### src/soc_pkg.sv
`default_nettype none

package soc_pkg;

  typedef logic [31:0] addr_t;
  typedef logic [31:0] data_t;
  typedef logic [3:0]  strb_t;  // All zero means a read.

  // Memory map, top addresses are exclusive.
  localparam addr_t rom_base_addr  = 32'h0000_0000;
  localparam addr_t rom_top_addr   = 32'h0000_1000;

  localparam addr_t tim0_base_addr = 32'h1000_0000;
  localparam addr_t tim0_top_addr  = 32'h1000_1000;

  localparam addr_t tim1_base_addr = 32'h2000_0000;
  localparam addr_t tim1_top_addr  = 32'h2000_1000;

  localparam data_t rom_pattern    = 32'h9e37_79b9;

  // ROM word k holds k times the pattern, low 32 bits kept.
  function automatic data_t rom_word(input addr_t index);
    return data_t'(index * rom_pattern);
  endfunction

endpackage

`default_nettype wire

### src/boot_rom.sv
`default_nettype none

module boot_rom (
  input  logic           clock,
  input  logic           arst_n,
  input  logic           mem_valid,
  input  soc_pkg::addr_t mem_addr,
  input  soc_pkg::data_t mem_wdata,
  input  soc_pkg::strb_t mem_wstrb,
  output soc_pkg::data_t mem_rdata,
  output logic           mem_ready
);

  import soc_pkg::*;

  // Contents are computed, writes only get an empty answer.
  always_ff @(posedge clock) begin
    if (mem_valid) begin
      mem_rdata <= (mem_wstrb == '0) ? rom_word(mem_addr >> 2) : '0;
    end
  end

  always_ff @(posedge clock or negedge arst_n) begin
    if (!arst_n) begin
      mem_ready <= 1'b0;
    end else begin
      mem_ready <= mem_valid;
    end
  end

endmodule

`default_nettype wire

### config.mk
export PLATFORM = sky130hd
export DESIGN_NAME = boot_rom
export DESIGN_NICKNAME = d
export VERILOG_FILES = /design/src/soc_pkg.sv /design/src/boot_rom.sv
export SDC_FILE = /design/constraint.sdc
export NUM_CORES = 1
export LEC_CHECK = 0
export BUFFER_PORTS_ARGS = -buffer_cell sky130_fd_sc_hd__buf_2
export CAP_MARGIN = 20
export CORE_ASPECT_RATIO = 0.8
export CORE_MARGIN = 2
export CORE_UTILIZATION = 41
export DETAILED_ROUTE_END_ITERATION = 10
export PLACE_DENSITY = 0.63
export SETUP_SLACK_MARGIN = 0.2
export SLEW_MARGIN = 15
export SYNTH_ARGS = -nofsm -noshare
export SYNTH_HDL_FRONTEND = slang
export SYNTH_SLANG_ARGS = --single-unit
### constraint.sdc
create_clock -name clock -period 0.8 [get_ports clock]
set_input_delay 0 -clock clock [delete_from_list [all_inputs] [get_ports clock]]
set_output_delay 0 -clock clock [all_outputs]
set_load 0.02 [all_outputs]
# [After elaboration in Yosys (flattened, before gate mapping)]
# Index checks and enable logic that the tools add are counted.
[totals] regBits=33 out_inout_bits=33
[op_classes] n_mul=1 n_reduce_logical=1
[ops] operator="$mul 30x32->32 const B" count=1
[ops] operator="$logic_not 4->1" count=1

# [Depth between registers and ports, before layout]
[depth] word_depth=1 ltp_mapped=24 ltp_nobuf=24

# [Worst setup path before layout]
# OpenSTA, ideal clock, no wires.
[synth_timing] path_kind="input-to-reg" from="input mem_addr[11]" to="register mem_rdata[30], data pin" t_arrival_ns=5.606 path_slack_ns=-5.064 stages=21 path_cell_list="inv_1 > fa_1 > inv_1 > fa_1 > fa_1 > fa_1 > fa_1 > fa_1 > fa_1 > inv_1 > fa_1 > inv_1 > ha_1 > clkbuf_1 > a21o_1 > a21o_1 > a21o_1 > nand3_1 > nand2_1 > a22o_1 > mux2i_1"
[synth_via] elab_chain_cells=1
[synth_lines] item="from (decl)" line="boot_rom.sv:7" rtl="input soc_pkg::addr_t mem_addr,"
[synth_lines] item="$mul 30x32->32" line="soc_pkg.sv:23" rtl="return data_t'(index * rom_pattern);"
[synth_lines] item="to (signal assigned)" line="boot_rom.sv:19" rtl="mem_rdata <= (mem_wstrb == '0) ? rom_word(mem_addr >> 2) : '0;"
[synth_lines] item="to (decl)" line="boot_rom.sv:10" rtl="output soc_pkg::data_t mem_rdata,"
# No other way between the ends.
# A chain may end at the register's enable or synchronous reset.

# [Worst setup path in the final report]
[layout_timing] from="input mem_addr[13]" to="register mem_rdata[31], data pin"
# Same word-level chain as after synthesis.

==> flow_summary.json <==
{
  "wl_per_cell_um": 18.0,
  "first_pass_iters": 4,
  "dp_hpwl_mm": 24.4,
  "synth_ff_type": "edfxtp_1",
  "cp_slowest_cell": "fa_2",
  "critPathLaunchType": "input pin",
  "path_clk_slew_ps": 50,
  "setup_viol": 48,
  "worstSetupPathType": "input pin to register",
  "drt-total-wl_mm": 27.2,
  "vias": 7110,
  "viasPerCell": 4.71,
  "grt_max_degree": 34,
  "synth_area_sq_um": 9700,
  "dp.cells": 1483,
  "path_cells": "buf_8 > inv_8 > fa_2 > buf_6 > fa_1 > inv_2 > fa_2 > fa_1 > inv_2 > fa_2 > inv_2 > fa_2 > fa_1 > inv_2 > fa_1 > inv_2 > ha_4 > a21o_1 > a311o_1 > o211ai_1 > a41oi_1 > nand2_1 > xnor2_1 > nor2_1",
  "hold_viol_final": 0,
  "drt_iter0_drc": 334,
  "worst_slew_pin_slew_ps": 365,
  "cts_max_level": 2,
  "globalRouteMet2Util_pct": 35.3,
  "status": "finished with violations",
  "initial_core_util_pct": 41.6,
  "timing.final.ws_setup_ps": -4870,
  "tns_ps": -109500,
  "crit_top_cell": "inv_2",
  "grt_use_met1_pct": 35.3,
  "cp_max_fo": 3,
  "clock_tree.buffer_depth": 2,
  "io_pins": 104,
  "min_period_over_period_pct": 709,
  "path_delay_family": "adder cells",
  "slew_violations": 0,
  "grtUsageTotal_pct": 22.8,
  "place_congestion": 0.981,
  "top_usage_layer": "met1",
  "synth-seq-cells": 33,
  "die_h_um": 142,
  "critPathCaptureType": "register",
  "synth-edff-count": 32,
  "yosysSeqAreaShare_pct": 10.2,
  "synthCells": 902,
  "async_flop_share_pct": 3.03,
  "maxSlewHeadroom_pct": 75.6,
  "rsz0062_at_grt": "yes",
  "overflow": 0,
  "cp.arrival_ps": 5710,
  "ant_nets": 0,
  "finalCriticalPeriod_ps": 5670,
  "diodes": 0,
  "avgSynthCellArea_sq_um": 10.8,
  "use_met3_pct": 2.57,
  "yosys_warnings": 0,
  "die-area_sq_um": 24900,
  "io_buffer_count": 69,
  "cap_viol_max_count": 0,
  "first_global_vias": 7849,
  "cts_tree": "built",
  "root_buffer": "clkbuf_16",
  "numCtsBuffers": 5,
  "core_sq_um": 23300,
  "die_x_um": 176,
  "max_freq_ghz": 0.176,
  "slowest_delay_ps": 630,
  "crit_start": "mem_addr[13]",
  "grt_pass1_wl_mm": 42.6,
  "postLayoutCoreUtil_pct": 58.7,
  "cts_sinks": 33,
  "syn_to_final_growth_pct": 41.2,
  "route.detailed.drc": 0,
  "finalNetCount": 1642,
  "synth_cell_types": 45,
  "rows": 50,
  "cp.required_ps": 840,
  "violations": "negative setup slack",
  "hold_path_class": "input pin to async pin",
  "fin_cells": 1508,
  "syn_nets": 1349,
  "grt_antenna_before_repair": 0,
  "critPathBufInv": 8,
  "drive_gt1_share_pct": 39.2
}
==> per-layer routing <==
layer | part of all wire [%] | up-vias
met5 | 0 | -
met3 | 4.6 | 21
met1 | 51 | 3549
li1 | - | 3390
met4 | 0.90 | 0
met2 | 44 | 150
==> Yosys cell counts, drive strengths merged (2+ instances only) <==
cell type	instances	share of area [%]
fa	203	42
nand4	2	0.13
ha	173	22
a211oi	7	0.54
nand2	16	0.62
a31oi	2	0.13
a21oi	18	0.93
o21ai	15	0.81
o211ai	6	0.46
or3	3	0.19
a21o	18	1.4
inv	267	10
and3	5	0.32
xor2	13	1.2
nand3	5	0.26
mux2i	3	0.31
and2	7	0.45
nor2b	4	0.26
clkbuf	5	0.19
and4	2	0.18
nor3b	3	0.28
a21boi	3	0.23
edfxtp	32	9.9
or2	3	0.19
nor3	14	0.72
o21a	7	0.54
xnor2	32	2.9
nor2	20	0.77
==> flip-flops by register name, summed over array words and instances (netlist names) <==
signal     flops
mem_rdata     32
mem_ready      1
==> cell type report <==
cell class | instances | area (sq um)
Clock inverter | 2 | 33.8
Multi-Input combinational cell | 597 | 8730
Sequential cell | 33 | 986
Tap cell | 312 | 390
Timing Repair Buffer | 291 | 2420
Fill cell | 1958 | 9640
Clock buffer | 6 | 129
Inverter | 267 | 1010
==> placed cells by master, fill, tap and decap left out, types with 9 or more instances in the layout <==
cell and count:
a21oi_2 9, edfxtp_1 32, a21o_1 17, xnor2_1 27, ha_1 122, fa_1 173
buf_2 34, nor3_2 9, inv_1 246, buf_6 65, nand2_1 15, nor2_1 19
ha_4 47, buf_4 184, fa_2 30, inv_2 20, xor2_1 12
==> kinds of logic (layout without fill, tap and decap cells) <==
group	count (synthesis)	count (layout)	share of synthesized area, %
XOR/XNOR	46	46	4.30
buffers and inverters	272	566	10.5
AO/OA/AOI/OAI	85	85	5.87
multiplexers	3	3	0.310
AND/OR/NAND/NOR	87	87	4.59
flip-flops	33	33	10.2
adder cells (fa/ha/maj)	376	376	64.2
==> through the flow <==
step	worst slack [ps]	instance area, sq um	hold slack [ps]
floorplan	-4880	10200	-296
global placement	-5430	12500	-226
detailed placement	-5500	12500	-224
CTS	-4910	13400	11.6
global route	-5020	13700	19.2
finish	-4870	13700	17.5
==> how the worst max path moves through the flow <==
stage / endpoint / slack (ps) / cells after the start
2_1_floorplan: mem_rdata[30]$_SDFFCE_PP0P_ / -4880 / 21
3_3_place_gp: mem_rdata[31]$_SDFFCE_PP0P_ / -5430 / 19
3_5_place_dp: mem_rdata[31]$_SDFFCE_PP0P_ / -5500 / 21
4_1_cts: mem_rdata[31]$_SDFFCE_PP0P_ / -4910 / 19
5_1_grt: mem_rdata[31]$_SDFFCE_PP0P_ / -5020 / 24
6_report: mem_rdata[31]$_SDFFCE_PP0P_ / -4870 / 24
==> repair_timing <==
item                                   in CTS  in global routing
buffers inserted                           11                  5
gates resized for setup                   142                 74
hold buffers                                1                  0
setup endpoints to repair                  65                 65
pin swaps                                  68                 70
endpoints found under the hold margin       1                  0
Power is not shown: default switching activity piles up to over one toggle a cycle in this logic, so the estimate is an artifact.
