[src/soc_pkg.sv]
`default_nettype none

package soc_pkg;

  typedef logic [31:0] addr_t;
  typedef logic [31:0] data_t;
  typedef logic [3:0]  strb_t;  // All zero means a read.

  // Memory map, top addresses are exclusive.
  localparam addr_t rom_base_addr  = 32'h0000_0000;
  localparam addr_t rom_top_addr   = 32'h0000_1000;

  localparam addr_t tim0_base_addr = 32'h1000_0000;
  localparam addr_t tim0_top_addr  = 32'h1000_1000;

  localparam addr_t tim1_base_addr = 32'h2000_0000;
  localparam addr_t tim1_top_addr  = 32'h2000_1000;

  localparam data_t rom_pattern    = 32'h9e37_79b9;

  // ROM word k holds k times the pattern, low 32 bits kept.
  function automatic data_t rom_word(input addr_t index);
    return data_t'(index * rom_pattern);
  endfunction

endpackage

`default_nettype wire

[src/bus_decoder.sv]
`default_nettype none

module bus_decoder (
  input  logic           clock,
  input  logic           arst_n,
  input  logic           mem_valid,
  input  soc_pkg::addr_t mem_addr,
  input  soc_pkg::data_t mem_wdata,
  input  soc_pkg::strb_t mem_wstrb,
  output soc_pkg::data_t mem_rdata,
  output logic           mem_ready,
  output logic           rom_valid,
  output logic           tim0_valid,
  output logic           tim1_valid,
  output soc_pkg::addr_t tgt_addr,
  output soc_pkg::data_t tgt_wdata,
  output soc_pkg::strb_t tgt_wstrb,
  input  soc_pkg::data_t rom_rdata,
  input  logic           rom_ready,
  input  soc_pkg::data_t tim0_rdata,
  input  logic           tim0_ready,
  input  soc_pkg::data_t tim1_rdata,
  input  logic           tim1_ready
);

  import soc_pkg::*;

  addr_t base;
  logic  unmapped;
  logic  unmapped_q;

  always_comb begin
    rom_valid  = 1'b0;
    tim0_valid = 1'b0;
    tim1_valid = 1'b0;
    unmapped   = 1'b0;
    base       = '0;
    if (mem_addr >= tim1_base_addr && mem_addr < tim1_top_addr) begin
      tim1_valid = mem_valid;
      base       = tim1_base_addr;
    end else if (mem_addr >= tim0_base_addr && mem_addr < tim0_top_addr) begin
      tim0_valid = mem_valid;
      base       = tim0_base_addr;
    end else if (mem_addr >= rom_base_addr && mem_addr < rom_top_addr) begin
      rom_valid  = mem_valid;
      base       = rom_base_addr;
    end else begin
      unmapped   = mem_valid;  // No region claims it.
    end
  end

  assign tgt_addr  = mem_addr - base;
  assign tgt_wdata = mem_wdata;
  assign tgt_wstrb = mem_wstrb;

  // Gated by its own output so a held valid answers only once.
  always_ff @(posedge clock or negedge arst_n) begin
    if (!arst_n) begin
      unmapped_q <= 1'b0;
    end else begin
      unmapped_q <= unmapped && !unmapped_q;
    end
  end

  always_comb begin
    if (tim1_ready) begin
      mem_rdata = tim1_rdata;
    end else if (tim0_ready) begin
      mem_rdata = tim0_rdata;
    end else if (rom_ready) begin
      mem_rdata = rom_rdata;
    end else begin
      mem_rdata = '0;  // Unmapped or idle.
    end
  end

  assign mem_ready = tim1_ready | tim0_ready | rom_ready | unmapped_q;

endmodule

`default_nettype wire

[config.mk]
export PLATFORM = sky130hd
export DESIGN_NAME = bus_decoder
export DESIGN_NICKNAME = d
export VERILOG_FILES = /design/src/soc_pkg.sv /design/src/bus_decoder.sv
export SDC_FILE = /design/constraint.sdc
export NUM_CORES = 1
export LEC_CHECK = 0
export BUFFER_PORTS_ARGS = -buffer_cell sky130_fd_sc_hd__buf_2
export CAP_MARGIN = 20
export CORE_AREA = 5 5 104 106
export DETAILED_ROUTE_END_ITERATION = 10
export DIE_AREA = 0 0 109 111
export GPL_TIMING_DRIVEN = 0
export HOLD_SLACK_MARGIN = 0.05
export SLEW_MARGIN = 20
export SYNTH_ARGS = -nofsm -noshare
export SYNTH_HDL_FRONTEND = slang
export SYNTH_SLANG_ARGS = --single-unit
[constraint.sdc]
create_clock -name clock -period 3.69 [get_ports clock]
set_clock_uncertainty 0.1 [all_clocks]
set_input_delay 0.9225 -clock clock [delete_from_list [all_inputs] [get_ports clock]]
set_output_delay 0.9225 -clock clock [all_outputs]
set_load 0.01 [all_outputs]
# [Yosys cells after proc, flatten, opt, wreduce, memory -nomap -nowiden]
# Index checks and enable logic that the tools add are counted.
[word_totals] word_cells=30 register_bits=1
[op_classes] n_mux=14 n_addsub=1 bitwise_logic=3 reduce_logical=5 order_cmp=6
[ops] cell="2-to-1 mux 32 bit" count=3
[ops] cell=">= comparator 32 x 1 -> 1 bit, second input constant" count=1
[ops] cell=">= comparator 32 x 29 -> 1 bit, second input constant" count=1
[ops] cell=">= comparator 32 x 30 -> 1 bit, second input constant" count=1
[ops] cell="less-than comparator 32 x 13 -> 1 bit, second input constant" count=1
[ops] cell="less-than comparator 32 x 29 -> 1 bit, second input constant" count=1
[ops] cell="less-than comparator 32 x 30 -> 1 bit, second input constant" count=1
[ops] cell="subtractor 32 bit" count=1
[ops] cell="2-to-1 mux 30 bit" count=1
[ops] cell="2-to-1 mux 29 bit" count=1
[ops] cell="2-to-1 mux 1 bit" count=9
[ops] cell="logical AND 1 bit" count=4
[ops] cell="bitwise OR 1 bit" count=3
[ops] cell="logical NOT 1 bit" count=1

# [Logic depth before layout (Yosys ltp)]
# Gate-level depths: netlist of run 1.
[depth] ltp_word=6 ltp_mapped=7

# [Least setup slack after synthesis of run 1]
# Ideal clock, no wire load.
[synth_timing] path_type="input to output" startpoint="input mem_addr[26]" endpoint="output tgt_addr[31]" required_time_ps=2668 path_stages=6 path_buffers=0 path_slack_ps=75 arrival_time_ps=2593 path_cell_list="nor4_2 -> nand3_2 -> or4_1 -> ha_1 -> a211oi_1 -> xor2_1"
[synth_between] elab_chain_len=5 word_cells_on_any_way=9 classes_between="add/sub (1); order compare (4); mux (2); reduce/logical (2)"
[synth_rtl] element="start: declaration" line="bus_decoder.sv:7" source="input soc_pkg::addr_t mem_addr,"
[synth_rtl] element=">= comparator 32 x 29 -> 1 bit / less-than comparator 32 x 29 -> 1 bit (equally long branches)" line="bus_decoder.sv:41" source="end else if (mem_addr >= tim0_base_addr && mem_addr < tim0_top_addr) begin"
[synth_rtl] element="logical AND 1 bit" line="bus_decoder.sv:41"
[synth_rtl] element="2-to-1 mux 29 bit" line="bus_decoder.sv:41"
[synth_rtl] element="2-to-1 mux 30 bit" line="bus_decoder.sv:38" source="if (mem_addr >= tim1_base_addr && mem_addr < tim1_top_addr) begin"
[synth_rtl] element="subtractor 32 bit (*)" line="bus_decoder.sv:52" source="assign tgt_addr = mem_addr - base;"
[synth_rtl] element="end: declaration" line="bus_decoder.sv:15" source="output soc_pkg::addr_t tgt_addr,"
# Every way passes the cells marked *; elsewhere a longest branch is shown, timed or not.

# [Worst setup path after layout of run 1]
[layout_timing] startpoint="input mem_addr[23]" endpoint="output tgt_addr[31]"
# Same word-level chain as after synthesis.

==> flow_summary.toml, run 1 <==
[outcome]
outcome = "complete, but fails checks"
violations = "setup timing"

[layout]
syn_to_final_growth_pct = 105
final_cell_mix = "buf_2 (222), buf_4 (66), nand2_1 (34)"
diodes = 0
reg.largest.list = "unmapped_q x1"
nets = 607
mostFrequentLayoutCell = "buf_2"
largest_register_ffs = 1
top_register = "unmapped_q"
layout-drive-gt1-share_pct = 70.4

[critical_path]
cp-end-kind = "output port"
worstSetupEndpoint = "tgt_addr[31]"
critPathArrivalTime_ps = 2690
reg2reg_depth = 2
cp-startpoint = "mem_addr[23]"
r2r_end = "unmapped_q"
path_class = "in2out"
ff2ff_setup_slack_ps = 2950
cp_max_fo = 6
startpoint_type = "input port"
r2r_start = "unmapped_q"
cp.required_ps = 2670

[clocking]
clkSlewWorstSetupHoldPaths_ps = 0
clkLatencyLatePin_ps = 0
cts_hold_buf = 0

[sta]
finalHoldViolations = 0
slew_violations = 0
max_slew.worst_pin.slew_ps = 580
holdWs_ps = 440
setup_tns_ps = -19.0
slew_headroom_pct = 61.4
timing.fmax_mhz = 270
setup_ws_ps = -19.0
timing.final.crit_share_pct = 101
setup_viol = 1
fin_crit_ps = 3710
rsz0062_at_grt = "yes"

[grt]
grt_remaining_overflow = 0
antenna_found_initial = 0
grt_pass1_vias = 2418
grt_pass1_wl_um = 11600
grt_max_degree = 11
grt_use_total_pct = 11.7

[route]
drtAntennaViolNets = 0
vias = 2293
drt-total-wl_um = 8170
drt_first_pass_iters = 4
initialDrtViolationCount = 108
wl_per_cell_um = 14.5
vias_per_cell = 4.06
drc = 0

[synth]
synth.distinct_cells = 25
yosysWarnings = 0
synth.yosys.seq_area_share_pct = 1.90
syn-num-nets = 380
synth_seq_cells = 1
syn_area_um2 = 1320
syn_inst = 207
avgSynthCellArea_um2 = 6.38

[floorplanning]
die_area_um2 = 12100
rows = 36
start_util_pct = 13.6
die_y_um = 111
coreArea_um2 = 9680
die_w_um = 109
io_pins = 274

[pwr]
powerDensity_nw_per_um2 = 120
ir_drop_mv = 0.0637
p_leak_nw = 1.53
fin_total_pwr_uw = 325

[placed_design]
gp_congestion = 0.820
dp_hpwl_um = 7170
port_buffers = 223

[job]
drv_cap = 0

[worst_hold_path]
hp-class = "reg2reg"
[critical path, stage by stage]
cell and delay (ps):
buf_6 100, nor4_4 260, nand3_2 120, buf_4 170, nor4_2 240, ha_2 240
inv_1 70, a211oi_4 250, xor2_1 160, buf_2 150
[worst min path at each step]
stage	cells after the start	startpoint	slack, ps	to
6_report	2	unmapped_q	440	unmapped_q
3_5_place_dp	2	unmapped_q	440	unmapped_q
2_1_floorplan	2	unmapped_q	400	unmapped_q
5_1_grt	2	unmapped_q	490	unmapped_q
4_1_cts	2	unmapped_q	440	unmapped_q
3_3_place_gp	2	unmapped_q	440	unmapped_q
[power breakdown]
group / switching (mW) / total, mW / leakage (nW) / internal [mW]
clock network: 0 / 0 / 0 / 0
registers: 0.000367 / 0.0123 / 0.0125 / 0.0119
logic: 0.148 / 0.313 / 1.52 / 0.165
[final cells by class]
type / count / area [um2]
fillers: 1091 / 6980
repair buffers: 225 / 1160
multi-input cells: 122 / 801
plain buffers: 78 / 537
well taps: 133 / 166
flip-flops and latches: 1 / 25.0
inverters: 6 / 22.5
[cell usage after synthesis, drive strengths merged]
cell type  count  area [um2]
xor2           2        17.5
nand3          2        15.0
nor4           8        71.3
buf           67         495
fa             1        20.0
nand2         34         128
o21ai         32         160
a21oi          1        5.00
a22oi         31         233
o311a          1        11.3
ha             2        25.0
or4            2        15.0
clkbuf        11        41.3
and3b          1        8.76
nor2           2        7.51
nor2b          1        6.26
inv            6        22.5
nor3           1        5.00
dfrtp          1        25.0
a211oi         1        7.51
[routing by layer]
metal | up-vias | track usage (%) | routed length, um
met5 | - | 0 | 0
met4 | 0 | 2.69 | 204
met3 | 14 | 2.33 | 1020
met2 | 175 | 23.0 | 4130
met1 | 991 | 12.4 | 2810
li1 | 1113 | - | -
[metrics by stage]
step | cell area (um2) | util, % | setup slack (ps) | cells
after global routing | 2710 | 28.0 | -134 | 565
after detailed placement | 2600 | 26.9 | -281 | 563
after floorplan | 1320 | - | 75.0 | 207
final | 2710 | 28.0 | -19.0 | 565
after CTS | 2670 | 27.6 | -50.0 | 565
after global placement | 2600 | 26.9 | -273 | 563
[cells by family after synthesis]
logic type | share of synthesized area (%)
AOI/OAI and AO/OA | 31.6
xor gates and xnor gates | 1.33
adders and majority gates | 3.41
buffers and inverters | 42.4
DFF | 1.90
and+or+nand+nor | 19.4
[repair_timing]
item	in CTS	in global routing
buffers inserted	2	0
gates resized for setup	11	6
pin swaps	4	5
endpoints found under the setup margin	1	3
Note: power is estimated with default switching activity, not from simulation.
==> run 2: changes to the inputs <==
--- a/config.mk
+++ b/config.mk
@@ -12,6 +12,7 @@
 export DIE_AREA = 0 0 109 111
 export GPL_TIMING_DRIVEN = 0
 export HOLD_SLACK_MARGIN = 0.05
+export SETUP_SLACK_MARGIN = 0.05
 export SLEW_MARGIN = 20
 export SYNTH_ARGS = -nofsm -noshare
 export SYNTH_HDL_FRONTEND = slang
==> run 2 against run 1 <==
Net effect: the run now ends clean; wire length is 0.82% lower; global-route usage did not move; worst setup slack improved by 25 ps; combinational power is essentially flat; sequential cell count stayed put; highest routed layer unchanged; die area unchanged; utilization barely moved; cell count is the same; register-to-register slack is essentially flat; largest cell class unchanged.
==> flow_summary.toml, run 2 (synthesized netlist as in run 1, its figures left out) <==
[layout]
top_register = "unmapped_q"
nets = 607
layout-drive-gt1-share_pct = 70.1
nFillCells = 1091
mostFrequentLayoutCell = "buf_2"
syn_to_final_growth_pct = 105
final_cell_mix = "buf_2 (222), buf_4 (66), nand2_1 (34)"
utilization_pct = 28.0
diodes = 0
largest_register_ffs = 1
reg.largest.list = "unmapped_q x1"
final_cells = 565

[clocking]
clkSlewWorstSetupHoldPaths_ps = 0
cts_hold_buf = 0
clkLatencyLatePin_ps = 0

[placed_design]
dpl.cell_count = 563
dp_hpwl_um = 7170
port_buffers = 223
gp_congestion = 0.820

[sta]
slew_headroom_pct = 61.1
setup_viol = 0
slew_violations = 0
timing.fmax_mhz = 271
finalHoldViolations = 0
fin_crit_ps = 3680
timing.final.crit_share_pct = 99.8
holdWs_ps = 427
max_slew.worst_pin.slew_ps = 583
rsz0062_at_grt = "yes"

[critical_path]
reg2reg_depth = 2
cp.buffers_inverters = 2
cp.required_ps = 2670
path_delay_family = "simple AND/OR/NAND/NOR gates"
cp-end-kind = "output port"
r2r_end = "unmapped_q"
r2r_start = "unmapped_q"
crit_chain = "buf_6 > nor4_4 > nand3_2 > or4_4 > ha_4 > a211oi_4 > xor2_1 > buf_2"
cp_max_fo = 2
worst_path_max_delay_cell = "or4_4"
max_stage_delay_ps = 510
ff2ff_setup_slack_ps = 2960
startpoint_type = "input port"
critPathArrivalTime_ps = 2660
path_class = "in2out"

[floorplanning]
rows = 36
io_pins = 274
start_util_pct = 13.6
die_w_um = 109
die_y_um = 111
die_area_um2 = 12100
coreArea_um2 = 9680

[grt]
antenna_found_initial = 0
grt_pass1_vias = 2405
grt_use_total_pct = 11.7
grt_max_degree = 11
grt_pass1_wl_um = 11700
grt_remaining_overflow = 0

[route]
vias = 2290
vias_per_cell = 4.05
wl_per_cell_um = 14.3
drc = 0
drtAntennaViolNets = 0
drt-total-wl_um = 8100
initialDrtViolationCount = 107
drt_first_pass_iters = 4

[worst_hold_path]
hold_end = "unmapped_q"
hp-start = "unmapped_q"
min_path_cells = 2
hp-class = "reg2reg"

[job]
drv_cap = 0

[outcome]
outcome = "finished clean"

[pwr]
p_leak_nw = 1.53
powerDensity_nw_per_um2 = 120
ir_drop_mv = 0.0637
fin_total_pwr_uw = 325
==> run 2: final cells by class <==
cell class,count,area (um2),share of cell area [%]
Inverter,6,22.5,0.831
Buffer,78,537,19.8
Timing Repair Buffer,225,1160,42.7
Tap cell,133,166,6.14
Multi-Input combinational cell,122,803,29.6
Sequential cell,1,25.0,0.923
==> run 2: power breakdown <==
group / internal [mW] / switching, mW / leakage [nW] / total [mW]
registers: 0.0119 / 0.000368 / 0.0125 / 0.0123
logic: 0.165 / 0.147 / 1.52 / 0.312
clock network: 0 / 0 / 0 / 0
total: 0.177 / 0.147 / 1.53 / 0.325
==> run 2: how the worst max path moves through the flow <==
| stage | startpoint | end | slack [ps] | depth (start not counted) |
|---|---|---|---|---|
| final | mem_addr[23] | tgt_addr[31] | 6 | 8 |
| after global routing | mem_addr[23] | tgt_addr[31] | -110 | 10 |
| after CTS | mem_addr[23] | tgt_addr[31] | -50 | 8 |
| after detailed placement | mem_addr[26] | tgt_addr[31] | -280 | 8 |
| after global placement | mem_addr[26] | tgt_addr[31] | -270 | 8 |
| after floorplan | mem_addr[26] | tgt_addr[31] | 70 | 6 |
==> run 2: repair_timing <==
action / CTS / global route
pin swaps: 5 / 3
endpoints found under the setup margin: 1 / 3
setup buffers: 2 / 0
gates resized for setup: 14 / 3
==> run 2: through the flow <==
stage	area [um2]	worst slack, ps	setup TNS (ps)
2_1_floorplan	1320	75.0	0
3_5_place_dp	2600	-281	-281
3_3_place_gp	2600	-273	-273
4_1_cts	2690	-50.0	-50.0
6_report	2710	6.19	0
5_1_grt	2710	-105	-173
==> run 2: routing by layer <==
metal	up-vias	track usage (%)	share of wire [%]
li1	1112	-	-
met1	989	12.6	35
met2	177	22.9	51
met3	12	2.27	13
met4	0	2.61	2.2
met5	-	0	0
==> run 2: worst min-delay path, cell delays in order (launching register included) <==
cell,delay [ps]
dfrtp_1,320
inv_1,40
o311a_2,120
==> run 3: changes to the inputs <==
--- a/config.mk
+++ b/config.mk
@@ -7,12 +7,12 @@
 export LEC_CHECK = 0
 export BUFFER_PORTS_ARGS = -buffer_cell sky130_fd_sc_hd__buf_2
 export CAP_MARGIN = 20
-export CORE_AREA = 5 5 104 106
+export CORE_AREA = 2 2 107 109
 export DETAILED_ROUTE_END_ITERATION = 10
 export DIE_AREA = 0 0 109 111
-export GPL_TIMING_DRIVEN = 0
 export HOLD_SLACK_MARGIN = 0.05
 export SETUP_SLACK_MARGIN = 0.05
+export SKIP_CTS_REPAIR_TIMING = 1
 export SLEW_MARGIN = 20
 export SYNTH_ARGS = -nofsm -noshare
 export SYNTH_HDL_FRONTEND = slang
==> run 3 against run 2 <==
Net effect: the run now ends with setup timing left; wire length is 29% lower; worst setup slack worse by 95 ps; fmax is 2.5% lower; total power is 27% lower; largest power group unchanged; cell count is 18% lower; sequential power hardly changed; critical path type unchanged; global-route usage is 3.4 points lower; utilization is 8.9 points lower; hold slack worse by 5.9 ps; sequential cell count stayed put; first-iteration DRC count is 45% lower.
==> flow_summary.toml, run 3 (synthesized netlist as in run 1, its figures left out) <==
[route]
wl_per_cell_um = 12.3
vias_per_cell = 3.95
drt_first_pass_iters = 4
vias = 1839
initialDrtViolationCount = 59
drt-total-wl_um = 5720
drtAntennaViolNets = 0
drc = 0

[clocking]
clkLatencyLatePin_ps = 0
clkSlewWorstSetupHoldPaths_ps = 0

[critical_path]
ff2ff_setup_slack_ps = 2970
r2r_start = "unmapped_q"
max_stage_delay_ps = 450
r2r_end = "unmapped_q"
crit_chain = "buf_2 > nor4_4 > nand3_2 > or4_4 > ha_4 > a211oi_2 > xor2_1 > buf_2"
cp-end-kind = "output port"
cp_max_fo = 2
crit_top_cell = "buf_2"
path_delay_family = "simple AND/OR/NAND/NOR gates"
reg2reg_depth = 2
startpoint_type = "input port"
worst_path_max_delay_cell = "or4_4"
cp.required_ps = 2670
path_class = "in2out"
cp.buffers_inverters = 2
critPathArrivalTime_ps = 2760

[pwr]
ir_drop_mv = 0.0511
internal_power_uw = 124
p_leak_nw = 1.10
netSwitchingFraction_pct = 47.7
fin_total_pwr_uw = 237
p_seq_share_pct = 5.2
clkPwrFrac_pct = 0
switchingPower_uw = 113
combPwrFrac_pct = 94.8
powerDensity_nw_per_um2 = 112

[layout]
reg.largest.list = "unmapped_q x1"
largest_register_ffs = 1
nets = 497
layout-drive-gt1-share_pct = 65.2
mostFrequentLayoutCell = "buf_2"
nFillCells = 1259
top_register = "unmapped_q"
syn_to_final_growth_pct = 60.2
utilization_pct = 19.1
final_cell_mix = "buf_2 (174), nand2_1 (33), a22oi_1 (31)"
diodes = 0

[worst_hold_path]
hp-start = "unmapped_q"
hold_end = "unmapped_q"
hp-class = "reg2reg"
min_path_cells = 2

[grt]
grt_busiest_layer = "met2"
grt_pass1_vias = 1661
grt_max_degree = 29
grt_remaining_overflow = 0
grt_use_total_pct = 8.28
grt_use_met1_pct = 8.61
grt_util_met2_pct = 16.3
grt_use_met3_pct = 1.29
grt_pass1_wl_um = 7930
antenna_found_initial = 0

[floorplanning]
rows = 39
coreArea_um2 = 11100
die_area_um2 = 12100
start_util_pct = 11.9
die_y_um = 111
die_w_um = 109
io_pins = 274

[sta]
slew_headroom_pct = 65.7
timing.final.crit_share_pct = 102
slew_violations = 0
setup_ws_ps = -89.1
rsz0062_at_grt = "yes"
holdWs_ps = 421
setup_viol = 2
max_slew.worst_pin.slew_ps = 514
timing.fmax_mhz = 265
finalHoldViolations = 0
fin_crit_ps = 3780

[outcome]
outcome = "complete, but fails checks"
violations = "setup timing"

[placed_design]
dp_hpwl_um = 4670
dp_slack_ps = -208
gp_congestion = 0.734
port_buffers = 177

[job]
drv_cap = 0
==> run 3: worst max path at each step <==
stage	start	end	slack, ps	depth (start not counted)
after detailed placement	mem_addr[26]	tgt_addr[31]	-210	8
final	mem_addr[25]	tgt_addr[31]	-90	8
after global placement	mem_addr[26]	tgt_addr[31]	-210	8
after CTS	mem_addr[26]	tgt_addr[31]	-220	8
after global routing	mem_addr[25]	tgt_addr[31]	-220	8
after floorplan	mem_addr[26]	tgt_addr[31]	70	6
==> run 3: worst reg2reg max path, cell delays in order, from the launching register on <==
cell	delay, ps
dfrtp_1	350
inv_1	50
o311a_2	160
==> run 3: final cells by class <==
type | instances | area (um2) | area share (%)
tap | 143 | 179 | 8.46
inverter | 6 | 22.5 | 1.07
sequential | 1 | 25.0 | 1.18
multi-input combinational | 122 | 843 | 39.9
timing repair buffer | 193 | 1040 | 49.4
==> run 3: routing by layer <==
metal	wire [um]	vias to the layer above
met4	195	0
met5	0	-
li1	-	894
met2	2870	140
met1	2020	785
met3	633	20
==> run 3: per-stage QoR <==
step	setup TNS, ps	cell area (um2)	cells
2_1_floorplan	0	1320	207
4_1_cts	-403	1960	462
6_report	-121	2110	465
3_5_place_dp	-384	1960	462
5_1_grt	-365	2110	465
3_3_place_gp	-329	1960	462
==> run 3: power groups by stage <==
stage | Sequential (mW) | Clock (mW) | Combinational (mW)
finish | 0.0122 | 0 | 0.224
global route | 0.0123 | 0 | 0.250
CTS | 0.0122 | 0 | 0.217
detailed placement | 0.0122 | 0 | 0.216
global placement | 0.0122 | 0 | 0.216
floorplan | 0.0121 | 0 | 0.151
