--- src/soc_pkg.sv ---
`default_nettype none

package soc_pkg;

  typedef logic [31:0] addr_t;
  typedef logic [31:0] data_t;
  typedef logic [3:0]  strb_t;  // All zero means a read.

  // Memory map, top addresses are exclusive.
  localparam addr_t rom_base_addr  = 32'h0000_0000;
  localparam addr_t rom_top_addr   = 32'h0000_1000;

  localparam addr_t tim0_base_addr = 32'h1000_0000;
  localparam addr_t tim0_top_addr  = 32'h1000_1000;

  localparam addr_t tim1_base_addr = 32'h2000_0000;
  localparam addr_t tim1_top_addr  = 32'h2000_1000;

  localparam data_t rom_pattern    = 32'h9e37_79b9;

  // ROM word k holds k times the pattern, low 32 bits kept.
  function automatic data_t rom_word(input addr_t index);
    return data_t'(index * rom_pattern);
  endfunction

endpackage

`default_nettype wire

--- src/port_arbiter.sv ---
`default_nettype none

module port_arbiter (
  input  logic           clock,
  input  logic           arst_n,
  input  logic           i_valid,
  input  soc_pkg::addr_t i_addr,
  input  soc_pkg::data_t i_wdata,
  input  soc_pkg::strb_t i_wstrb,
  output soc_pkg::data_t i_rdata,
  output logic           i_ready,
  input  logic           d_valid,
  input  soc_pkg::addr_t d_addr,
  input  soc_pkg::data_t d_wdata,
  input  soc_pkg::strb_t d_wstrb,
  output soc_pkg::data_t d_rdata,
  output logic           d_ready,
  output logic           tgt_valid,
  output soc_pkg::addr_t tgt_addr,
  output soc_pkg::data_t tgt_wdata,
  output soc_pkg::strb_t tgt_wstrb,
  input  soc_pkg::data_t tgt_rdata,
  input  logic           tgt_ready
);

  import soc_pkg::*;

  typedef enum logic [1:0] {
    st_idle,
    st_issue,
    st_wait
  } state_t;

  state_t state;
  logic   grant_d;  // Data side owns the target.
  logic   resp_q;
  data_t  rdata_q;

  // Wait covers the answer cycle too, so a held valid is not granted twice.
  always_ff @(posedge clock or negedge arst_n) begin
    if (!arst_n) begin
      state   <= st_idle;
      grant_d <= 1'b0;
      resp_q  <= 1'b0;
    end else begin
      resp_q <= 1'b0;
      case (state)
        st_idle: begin
          if (d_valid || i_valid) begin
            grant_d <= d_valid;  // Data first.
            state   <= st_issue;
          end
        end
        st_issue: begin
          state <= st_wait;
        end
        st_wait: begin
          if (resp_q) begin
            state <= st_idle;
          end else if (tgt_ready) begin
            resp_q <= 1'b1;
          end
        end
        default: begin
          state <= st_idle;
        end
      endcase
    end
  end

  always_ff @(posedge clock) begin
    if (state == st_wait && tgt_ready) begin
      rdata_q <= tgt_rdata;
    end
  end

  assign tgt_valid = (state == st_issue);
  assign tgt_addr  = grant_d ? d_addr : i_addr;
  assign tgt_wdata = grant_d ? d_wdata : i_wdata;
  assign tgt_wstrb = grant_d ? d_wstrb : i_wstrb;

  assign i_ready = resp_q && !grant_d;
  assign d_ready = resp_q && grant_d;
  assign i_rdata = i_ready ? rdata_q : '0;
  assign d_rdata = d_ready ? rdata_q : '0;

endmodule

`default_nettype wire

--- config.mk ---
export PLATFORM = sky130hd
export DESIGN_NAME = port_arbiter
export DESIGN_NICKNAME = d
export VERILOG_FILES = /design/src/soc_pkg.sv /design/src/port_arbiter.sv
export SDC_FILE = /design/constraint.sdc
export NUM_CORES = 1
export LEC_CHECK = 0
export BUFFER_PORTS_ARGS = -buffer_cell sky130_fd_sc_hd__buf_2
export CAP_MARGIN = 15
export CORE_AREA = 2 2 120 122
export DETAILED_ROUTE_END_ITERATION = 16
export DIE_AREA = 0 0 122 124
export PLACE_DENSITY = 0.49
export SYNTH_ARGS = -nofsm -noshare
export SYNTH_HDL_FRONTEND = slang
export SYNTH_SLANG_ARGS = --single-unit
--- constraint.sdc ---
create_clock -name clock -period 1.84 [get_ports clock]
set_input_delay 0.092 -clock clock [delete_from_list [all_inputs] [get_ports clock]]
set_output_delay 0.092 -clock clock [all_outputs]
set_load 0.02 [all_outputs]
## Word level (Yosys, flattened, before mapping)

Index checks and enable logic that the tools add are counted.

| word-level totals | value |
|---|---|
| register bits | 36 |
| input port bits | 173 |
| output and inout port bits | 135 |
| logic and storage cells | 27 |

| cells by class | value |
|---|---|
| equality and inequality tests | 4 |
| multiplexer cells | 11 |
| reduce and logical (&&, ||, !) cells | 8 |

Operators by type and width:

| operator | count |
|---|---|
| $mux 32 | 4 |
| $pmux 2 s3 | 1 |
| $mux 2 | 2 |
| $mux 4 | 1 |
| $ne 2x2->1 const B | 2 |
| $reduce_and 2->1 | 2 |
| $logic_and 1x1->1 | 3 |
| $mux 1 | 3 |
| $eq 2x1->1 const B | 1 |
| $eq 2x2->1 const B | 1 |
| $logic_not 2->1 | 1 |
| $logic_not 1->1 | 1 |
| $logic_or 1x1->1 | 1 |

## Depth between registers and ports, before layout

Gate-level depths: netlist of the first run.

| depth | value |
|---|---|
| depth in word-level cells | 3 |
| gate-level depth with buffers | 3 |
| gate-level depth less buffers | 2 |

## Least setup slack after synthesis of the first run

Ideal clock, no wire load.

| path | value |
|---|---|
| kind | flip-flop to flip-flop |
| start | register state[0] |
| end | register rdata_q[0] (enable) |
| library setup time | 0.393 ns |
| arrival | 1.297 ns |
| slack | 0.150 ns |
| cell stages (with the launch flop) | 2 |
| clock period less this slack | 1.690 ns |
| cells stage by stage | dfrtp_1 -> and3b_1 |

| between the ends | value |
|---|---|
| word-level cells in the longest chain between the ends | 2 |

RTL lines:

| what | line | source |
|---|---|---|
| start, declared | port_arbiter.sv:34 | `state_t state;` |
| start signal, assigned | port_arbiter.sv:42 | `state <= st_idle;` |
| start signal, assigned | port_arbiter.sv:51 | `state <= st_issue;` |
| start signal, assigned | port_arbiter.sv:55 | `state <= st_wait;` |
| $eq 2x2->1 | port_arbiter.sv:72 | `if (state == st_wait && tgt_ready) begin` |
| $logic_and 1x1->1 | port_arbiter.sv:72 |  |
| end signal, assigned | port_arbiter.sv:73 | `rdata_q <= tgt_rdata;` |
| end, declared | port_arbiter.sv:37 | `data_t rdata_q;` |

No other way between the ends.
A chain may end at the register's enable or synchronous reset.

## Final worst setup path of the first run

| path | value |
|---|---|
| start | register grant_d |
| end | output port tgt_wdata[19] |

| between the ends | value |
|---|---|
| word-level cells in the longest chain between the ends | 1 |

RTL lines:

| what | line | source |
|---|---|---|
| start, declared | port_arbiter.sv:35 | `logic grant_d;` |
| start signal, assigned | port_arbiter.sv:50 | `grant_d <= d_valid;` |
| $mux 32 | port_arbiter.sv:79 | `assign tgt_wdata = grant_d ? d_wdata : i_wdata;` |
| end, declared | port_arbiter.sv:20 | `output soc_pkg::data_t tgt_wdata,` |

No other way between the ends.

==> impl_results.md, run 1 <==
* GRT Residual Overflow at 0
* Fill cells at 1397
* Total CTS buffers at 5
* Reg power frac at 22.7%
* Slew @ Worst Pin at 338 ps
* Skew-Pair Late Insertion Delay at 280 ps
* Reg clk slew, reported paths at 50 ps
* Starting Density at 17.4%
* Worst path arrival time at 1640 ps
* Crit-path slowest cell: dfrtp_4
* Fmax at 0.577 GHz
* Die width at 122 um
* Clock share of power at 16.2%
* Sw frac at 43.1%
* Final Cycle Share at 94.2%
* Final nets at 706
* Combinational share of power at 61.2%
* Vias in the first global route at 2763
* Gate Count Post-Synth at 196
* I/O pin cnt at 308
* GRT Total Usage at 13.0%
* Fin Clk Skew at 3.78 ps
* Crit Path Max Fanout at 48
* Global-route wire length before repair at 14900 um
* RSZ-0062 raised after global routing: no
* Total negative setup slack at 0 ps
* HP Class: in -> reg
* Antenna violations before repair at 0
* Kind of cell adding the most delay to the critical path: flip-flops
* CTS tree: done
* # setup viols final at 0
* 1st-iter DRT viols at 66
* Syn. warnings at 0
* Final wirelength at 11100 um
* Max incr delay on CP at 520 ps
* Die area at 15100 um^2
* Synth Register Bits at 36
* Area delta synth->final at 94.1%
* Post-Syn Area at 2390 um^2
* Crit path from: grant_d$_DFFE_PN0P_
* Largest net degree at the start of global routing at 49
* Slew Viols, Final at 0
* Max clock buf depth at 2
* Worst hold path startpoint: d_valid
* Relative slew slack at 77.4%
* MaxCap Viol Count at 0
* Seq/Total Area, Yosys at 44.3%
* Average wire per standard cell at 15.5 um
* Port-buffer cells at 307
* Num rows at 43
* Die Height at 124 um
* Worst r2r src: state[0]$_DFFE_PN0P_
* Critical path class: reg -> out
* Dpl ws at 344 ps
* Fraction of layout cells with a size suffix above 1 at 73.8%
* Final setup margin at 107 ps
* H-tree Lvls at 2
* Post-Syn Nets at 369
* Status: finished clean
* Clk root buf: clkbuf_16
* Netlist cell types at 17
* Clock sink total at 36
* Internal power at 3.05 mW
* Final worst path period need at 1730 ps
* DRT antenna net count at 0
* DPL Wire Length at 8740 um
* Critical Path Source Type: register
* Final Wtd Congestion at 0.945
* Core area at 13700 um^2
* VDD IR max at 415 uV
* TritonRoute pass-1 iters at 4
* Worst path bufs/invs at 2
* Setup crit end kind: output port
* Leak Pwr at 2.51 nW
* Drc violations at 0
* P_sw at 2.32 mW
* Vias/cell at 4.04
* Cell area power density at 1160 nW/um^2
* Syn_area_per_cell at 12.2 um^2
* Fin. Hold Viols at 0
* # resized after CTS at 0
* CP required at 1750 ps
* Vias at 2892
* Cells along the critical path: buf_12 -> mux2_2 -> buf_2
cells in the mapped netlist:
master    instances  area share, %
or3b_2            1           0.37
mux2_2           68             32
and3_1           32            8.4
clkbuf_1          8            1.3
dfrtp_1           4            4.2
or2_2             1           0.26
and2b_2           1           0.37
nor2b_1           2           0.52
edfxtp_1         32             40
nor3b_1           1           0.31
and2_1           33            8.6
buf_4             5            1.6
a22o_1            1           0.37
o21a_1            1           0.31
buf_2             4           0.84
nor2_1            1           0.16
and3b_1           1           0.37
cells by family after synthesis:
kind of cell,share of synthesized area [%]
simple gates,19.3
mux,32.0
flops,44.3
buf+inv,3.66
compound gates,0.680
placed cells by master (no fill, tap or decap), types with 2 or more instances in the layout:
master and instances:
buf_4 3, mux2_2 68, dfrtp_1 3, nor2b_1 2, and2_1 33, clkbuf_16 5
and3_1 32, buf_12 3, buf_2 307, edfxtp_1 32, dlygate4sd3_1 33
timing repair:
action / CTS / global route
buffers inserted: 0 / 1
endpoints found under the hold margin: 36 / 0
hold buffers: 33 / 0
endpoints found under the setup margin: 0 / 13
worst paths after layout:
path | end | slack [ps] | depth (start not counted)
max | tgt_wdata[19] | 110 | 3
min | state[0]$_DFFE_PN0P_ | 40 | 2
max reg2reg | rdata_q[19]$_DFFE_PP_ | 640 | 2
min reg2reg | state[0]$_DFFE_PN0P_ | 590 | 2
max in group asynchronous | grant_d$_DFFE_PN0P_ | 1550 | 2
min in group asynchronous | resp_q$_DFF_PN0_ | 150 | 2
worst reg2reg max path, stage by stage, from the launching register on:
cell     delay [ps]
dfrtp_1         400
and3b_2         270
buf_12          220
per-stage QoR:
step / utilization (%) / hold slack [ps] / instance area (um^2) / power (mW) / instances
2_1_floorplan: - / -204 / 2390 / 3.34 / 196
3_3_place_gp: 30.3 / -93.7 / 4160 / 4.45 / 672
3_5_place_dp: 30.3 / -85.8 / 4160 / 4.46 / 672
4_1_cts: 33.8 / 30.1 / 4640 / 5.41 / 713
5_1_grt: 33.8 / 40.4 / 4640 / 5.67 / 714
6_report: 33.9 / 35.8 / 4650 / 5.37 / 715
sequential cells by signal (all words and copies together), names as in the netlist:
signal / count
grant_d: 1
resp_q: 1
state: 2
rdata_q: 32
final cells by class:
type / count / area, um^2 / area share, %
well taps: 180 / 225 / 4.85
clock inverters: 1 / 7.51 / 0.162
clock buffers: 7 / 143 / 3.07
multi-input cells: 143 / 1250 / 26.8
repair buffers: 347 / 1960 / 42.1
flip-flops and latches: 36 / 1060 / 22.9
diodes: 1 / 2.50 / 0.0539
layer usage:
layer	vias to the layer above	track usage, %	routed length [um]
met3	12	3.57	1140
met1	1319	14.8	4250
met5	-	0	0
li1	1389	-	-
met2	172	23.8	5510
met4	0	3.74	177
power by group through the flow:
stage          logic [mW]  registers [mW]  clock network (mW)
6_report             3.28            1.22               0.869
5_1_grt              3.49            1.24               0.942
4_1_cts              3.28            1.24               0.895
3_5_place_dp         3.21            1.25                   0
3_3_place_gp         3.20            1.24                   0
2_1_floorplan        2.18            1.16                   0
No activity file was read; power rests on OpenSTA's default activity.
==> run 2, diff against run 1 <==
--- a/config.mk
+++ b/config.mk
@@ -8,6 +8,7 @@
 export BUFFER_PORTS_ARGS = -buffer_cell sky130_fd_sc_hd__buf_2
 export CAP_MARGIN = 15
 export CORE_AREA = 2 2 120 122
+export CTS_BUF_LIST = sky130_fd_sc_hd__clkbuf_8 sky130_fd_sc_hd__clkbuf_16
 export DETAILED_ROUTE_END_ITERATION = 16
 export DIE_AREA = 0 0 122 124
 export PLACE_DENSITY = 0.49
==> impl_results.md, run 2 (synthesis gave the netlist of run 1 again) <==
* HP Class: in -> reg
* I/O pin cnt at 308 (unchanged)
* Total Power at 5.36 mW (about the same)
* Total CTS buffers at 5 (unchanged)
* Status: finished clean
* Average wire per standard cell at 15.5 um (unchanged)
* Starting Density at 17.4% (unchanged)
* Fin. Hold Viols at 0 (unchanged)
* Slew Viols, Final at 0 (unchanged)
* Critical path class: reg -> out
* Fmax at 0.577 GHz (about the same)
* Setup crit end kind: output port
* Final setup margin at 107 ps (+0.0170 ps)
* Worst r2r src: state[0]$_DFFE_PN0P_
* RR Endpoint: rdata_q[19]$_DFFE_PP_
* Commonest non-fill, non-tap cells in the layout: buf_2 (307), mux2_2 (68), and2_1 (33), dlygate4sd3_1 (33)
* Crit path from: grant_d$_DFFE_PN0P_
* Most common cell after layout, fill and taps aside: buf_2
* Number of flip-flops in the largest register at 32 (unchanged)
* Die width at 122 um (unchanged)
* Die Height at 124 um (unchanged)
* Worst hold margin at 35.8 ps (+0.0161 ps)
* Fill cells at 1397 (unchanged)
* GRT Total Usage at 13.0% (unchanged)
* Final Core Density at 33.9% (unchanged)
* Final worst path period need at 1730 ps (-0.0170 ps)
* Worst hold path startpoint: d_valid
* Num rows at 43 (unchanged)
* Final nets at 706 (unchanged)
* Fraction of layout cells with a size suffix above 1 at 73.8% (unchanged)
* VDD IR max at 415 uV (about the same)
* Crit Path Max Fanout at 48 (unchanged)
* Die area at 15100 um^2 (unchanged)
* Worst path arrival time at 1640 ps (about the same)
* CP required at 1750 ps (about the same)
* H-tree Lvls at 2 (unchanged)
* Antenna violations before repair at 0 (unchanged)
* # setup viols final at 0 (unchanged)
* # resized after CTS at 0 (unchanged)
* Final Cycle Share at 94.2% (about the same)
* GRT Residual Overflow at 0 (unchanged)
* Dpl ws at 344 ps (unchanged)
* DPL Wire Length at 8740 um (unchanged)
* Flop-to-flop setup slack at 640 ps (about the same)
* Relative slew slack at 77.4% (unchanged)
* End of the critical path: tgt_wdata[19]
* DRT antenna net count at 0 (unchanged)
* Area delta synth->final at 94.1% (unchanged)
* Max clock buf depth at 2 (unchanged)
* Cell area power density at 1150 nW/um^2 (about the same)
* Clock sink total at 36 (unchanged)
* Port-buffer cells at 307 (unchanged)
* Largest Register: rdata_q
* Critical Path Source Type: register
* Skew-Pair Late Insertion Delay at 280 ps (about the same)
* Vias at 2892 (unchanged)
* 1st-iter DRT viols at 66 (unchanged)
* CTS tree: done
* Register area at 1060 um^2 (unchanged)
* RSZ-0062 raised after global routing: no
* TritonRoute pass-1 iters at 4 (unchanged)
* Clk root buf: clkbuf_16
* MaxCap Viol Count at 0 (unchanged)
* Core area at 13700 um^2 (unchanged)
* Vias in the first global route at 2763 (unchanged)
* Largest net degree at the start of global routing at 49 (unchanged)
* Area of the multi-input gates at 1250 um^2 (unchanged)
* Leak Pwr at 2.51 nW (+0.17%)
* Cells on worst reg2reg path at 2 (unchanged)
* Reg clk slew, reported paths at 50 ps (about the same)
* Hold Path Cell Cnt at 2 (unchanged)
* Drc violations at 0 (unchanged)
* Vias/cell at 4.04 (unchanged)
* Global-route wire length before repair at 14900 um (unchanged)
* Slew @ Worst Pin at 338 ps (unchanged)
* Total negative setup slack at 0 ps (unchanged)
* Largest registers: rdata_q x32, state x2
* Fin Clk Skew at 3.82 ps (+0.0390 ps)
* Final wirelength at 11100 um (unchanged)
* Final Wtd Congestion at 0.945 (unchanged)
-- run 2: layout make-up --
class                           instances  area share, %
Antenna cell                            1         0.0539
Clock buffer                            6           2.99
Tap cell                              180           4.85
Sequential cell                        36           22.9
Clock inverter                          2          0.242
Multi-Input combinational cell        143           26.8
Timing Repair Buffer                  347           42.1
-- run 2: through the flow --
| step | instances | cell area (um^2) |
|---|---|---|
| CTS | 713 | 4640 |
| global placement | 672 | 4160 |
| finish | 715 | 4650 |
| floorplan | 196 | 2390 |
| detailed placement | 672 | 4160 |
| global route | 714 | 4640 |
-- run 2: power by group --
group | leakage (nW) | switching [mW] | internal [mW]
sequential | 0.343 | 0.124 | 1.09
combinational | 2.09 | 1.86 | 1.42
clock | 0.0743 | 0.330 | 0.534
total | 2.51 | 2.32 | 3.05
-- run 2: worst min-delay path by stage --
stage                            to  slack (ps)
4_1_cts        state[0]$_DFFE_PN0P_          30
3_5_place_dp   state[0]$_DFFE_PN0P_         -90
6_report       state[0]$_DFFE_PN0P_          40
3_3_place_gp   state[1]$_DFFE_PN0P_         -90
5_1_grt        state[0]$_DFFE_PN0P_          40
2_1_floorplan   grant_d$_DFFE_PN0P_        -200
-- run 2: metal layers --
layer / up-vias / part of all wire [%] / GRT usage, %
li1: 1389 / - / -
met1: 1319 / 38 / 14.8
met5: - / 0 / 0
met3: 12 / 10 / 3.57
met4: 0 / 1.6 / 3.74
met2: 172 / 50 / 23.8
-- run 2: timing repair --
item / CTS / global route
hold buffers: 33 / 0
endpoints found under the hold margin: 36 / 0
buffers inserted: 0 / 1
endpoints found under the setup margin: 0 / 13
-- run 2: worst max-delay path: stages, from the launching register on --
cell and delay, ps:
dfrtp_4 520, buf_12 260, mux2_2 380, buf_2 160
==> run 3, diff against run 2 <==
--- a/config.mk
+++ b/config.mk
@@ -5,13 +5,15 @@
 export SDC_FILE = /design/constraint.sdc
 export NUM_CORES = 1
 export LEC_CHECK = 0
+export ABC_AREA = 1
 export BUFFER_PORTS_ARGS = -buffer_cell sky130_fd_sc_hd__buf_2
 export CAP_MARGIN = 15
-export CORE_AREA = 2 2 120 122
+export CORE_AREA = 2 2 121 123
 export CTS_BUF_LIST = sky130_fd_sc_hd__clkbuf_8 sky130_fd_sc_hd__clkbuf_16
 export DETAILED_ROUTE_END_ITERATION = 16
-export DIE_AREA = 0 0 122 124
+export DIE_AREA = 0 0 123 125
 export PLACE_DENSITY = 0.49
+export SKIP_CTS_REPAIR_TIMING = 1
 export SYNTH_ARGS = -nofsm -noshare
 export SYNTH_HDL_FRONTEND = slang
 export SYNTH_SLANG_ARGS = --single-unit
==> impl_results.md, run 3 <==
* Total CTS buffers at 5 (unchanged)
* Gate Count Post-Synth at 379 (+93%)
* Slew Viols, Final at 0 (unchanged)
* Ys flop type: edfxtp_1
* Most common cell after layout, fill and taps aside: buf_2
* Final nets at 883 (+25%)
* Die width at 123 um (+0.82%)
* Cell area power density at 1170 nW/um^2 (+0.89%)
* Worst hold margin at 42.3 ps (+6.53 ps)
* Main area contributors after synthesis: edfxtp_1 (38%), inv_1 (16%), o21ai_0 (12%)
* Commonest non-fill, non-tap cells in the layout: buf_2 (307), inv_1 (106), nand2_1 (74)
* Largest registers: rdata_q x32, state x2
* Final wirelength at 10200 um (-8.0%)
* Die area at 15400 um^2 (+1.6%)
* VDD IR max at 687 uV (+66%)
* Syn_area_per_cell at 6.64 um^2 (-46%)
* Fin Clk Skew at 4.88 ps (+1.06 ps)
* Drc violations at 0 (unchanged)
* Largest Register: rdata_q
* I/O pin cnt at 308 (unchanged)
* Largest net degree at the start of global routing at 116 (+140%)
* CTS tree: done
* Metal-1 WL at 3910 um (-8.0%)
* Average wire per standard cell at 11.4 um (-27%)
* Fin. Hold Viols at 0 (unchanged)
* Most frequent cells after synthesis: inv_1 (106), nand2_1 (74), nor2_1 (68)
* Total negative setup slack at 0 ps (unchanged)
* Status: finished clean
* Top sig layer: met4
* Antenna diode count at 0 (-1)
* DRT antenna net count at 0 (unchanged)
* Slew @ Worst Pin at 523 ps (+185 ps)
* WL met3 at 984 um (-14%)
* Num rows at 44 (+2.3%)
* TritonRoute pass-1 iters at 4 (unchanged)
* Global-route wire length before repair at 14500 um (-2.4%)
* Top-count cell post-synth: inv_1
* Ys async rst share at 11.1% (unchanged)
* Final Wtd Congestion at 0.792 (-16%)
* Clk root buf: clkbuf_16
* RSZ-0062 raised after global routing: no
* CP required at 1750 ps (about the same)
* Post-synth top area share at 38.2% (-1.9 points)
* Max clock buf depth at 2 (unchanged)
* GRT Residual Overflow at 0 (unchanged)
* Met2 wire length at 5150 um (-6.6%)
* Vias at 3306 (+14%)
* Fmax at 0.593 GHz (+2.8%)
* Syn. warnings at 0 (unchanged)
* Non-Filler Instances at 895 (+25%)
* # setup viols final at 0 (unchanged)
* Post-Syn Area at 2510 um^2 (+5.1%)
* Critical path class: reg -> out
* Relative slew slack at 65.1% (-12 points)
* Seq/Total Area, Yosys at 42.2% (-2.1 points)
* Number of flip-flops in the largest register at 32 (unchanged)
* Post-Syn Nets at 552 (+50%)
* DPL Wire Length at 8250 um (-5.6%)
* Setup crit end kind: output port
* Port-buffer cells at 307 (unchanged)
* Reg clk slew, reported paths at 60 ps (about the same)
* Die Height at 125 um (+0.81%)
* Antenna violations before repair at 0 (unchanged)
* MaxCap Viol Count at 0 (unchanged)
* Vias/cell at 3.69 (-8.7%)
* Synth area leader: edfxtp_1
* Critical Path Source Type: register
* Worst path arrival time at 1590 ps (-50 ps)
* HP Class: in -> reg
* Synth Register Bits at 36 (unchanged)
* Core area at 14200 um^2 (+3.5%)
* Area delta synth->final at 86.0%
* Crit Path Max Fanout at 115 (+140%)
* Final worst path period need at 1690 ps (-47.0 ps)
* Final Cycle Share at 91.7% (-2.6 points)
* H-tree Lvls at 2 (unchanged)
* Fraction of layout cells with a size suffix above 1 at 45.7% (-28 points)
* Placed insts at 854 (+27%)
* Post-synth EDFFs at 32 (unchanged)
* Starting Density at 17.7% (+0.26 points)
* 1st-iter DRT viols at 133 (+100%)
* Skew-Pair Late Insertion Delay at 280 ps (about the same)
* Netlist cell types at 16 (-1)
* Vias in the first global route at 2904 (+5.1%)
* Leak Pwr at 2.89 nW (+15%)
* GRT Total Usage at 12.1% (-0.94 points)
* Clock sink total at 36 (unchanged)
run 3: path summary, 6_finish.rpt:
kind	start	end	slack, ps	cells past startpoint
min in group asynchronous	arst_n	state[1]$_DFFE_PN0P_	150	2
setup / recovery	grant_d$_DFFE_PN0P_	tgt_wdata[30]	150	3
hold reg to reg	state[0]$_DFFE_PN0P_	grant_d$_DFFE_PN0P_	540	3
setup reg to reg	state[0]$_DFFE_PN0P_	rdata_q[11]$_DFFE_PP_	610	4
max in group asynchronous	arst_n	grant_d$_DFFE_PN0P_	1560	2
hold / removal	d_valid	grant_d$_DFFE_PN0P_	40	3
run 3: routing by layer:
layer,up-vias,track usage (%)
li1,1774,-
met1,1352,13.5
met2,172,22.1
met3,8,2.97
met4,0,3.81
met5,-,0
run 3: cells by family after synthesis:
kind of cell / after synthesis / share of synthesized area (%)
simple gates: 145 / 22.1
buf+inv: 129 / 22.0
compound gates: 69 / 13.7
flops: 36 / 42.2
run 3: critical path: stages (launching register included):
cell     delay, ps
dfrtp_4        510
buf_12         210
o21ai_0        290
buf_2          230
run 3: through the flow:
step | area, um^2 | utilization (%) | setup slack [ps] | power, mW
2_1_floorplan | 2520 | - | 90.5 | 3.46
6_report | 4680 | 32.9 | 153 | 5.45
5_1_grt | 4680 | 32.9 | 18.8 | 5.90
4_1_cts | 4350 | 30.6 | 48.6 | 5.51
3_3_place_gp | 4210 | 29.6 | 352 | 4.67
3_5_place_dp | 4210 | 29.6 | 360 | 4.66
run 3: area by class of cell:
class | instances | area [um^2]
clock inverters | 3 | 13.8
inverters | 108 | 405
repair buffers | 345 | 1930
clock buffers | 5 | 125
flip-flops and latches | 36 | 1060
multi-input cells | 214 | 908
well taps | 184 | 230
fillers | 1534 | 9530
run 3: power breakdown:
part	internal, mW	total [mW]	switching, mW
clock	0.491	0.811	0.320
combinational	1.10	3.47	2.38
sequential	1.09	1.16	0.0749
total	2.68	5.45	2.77
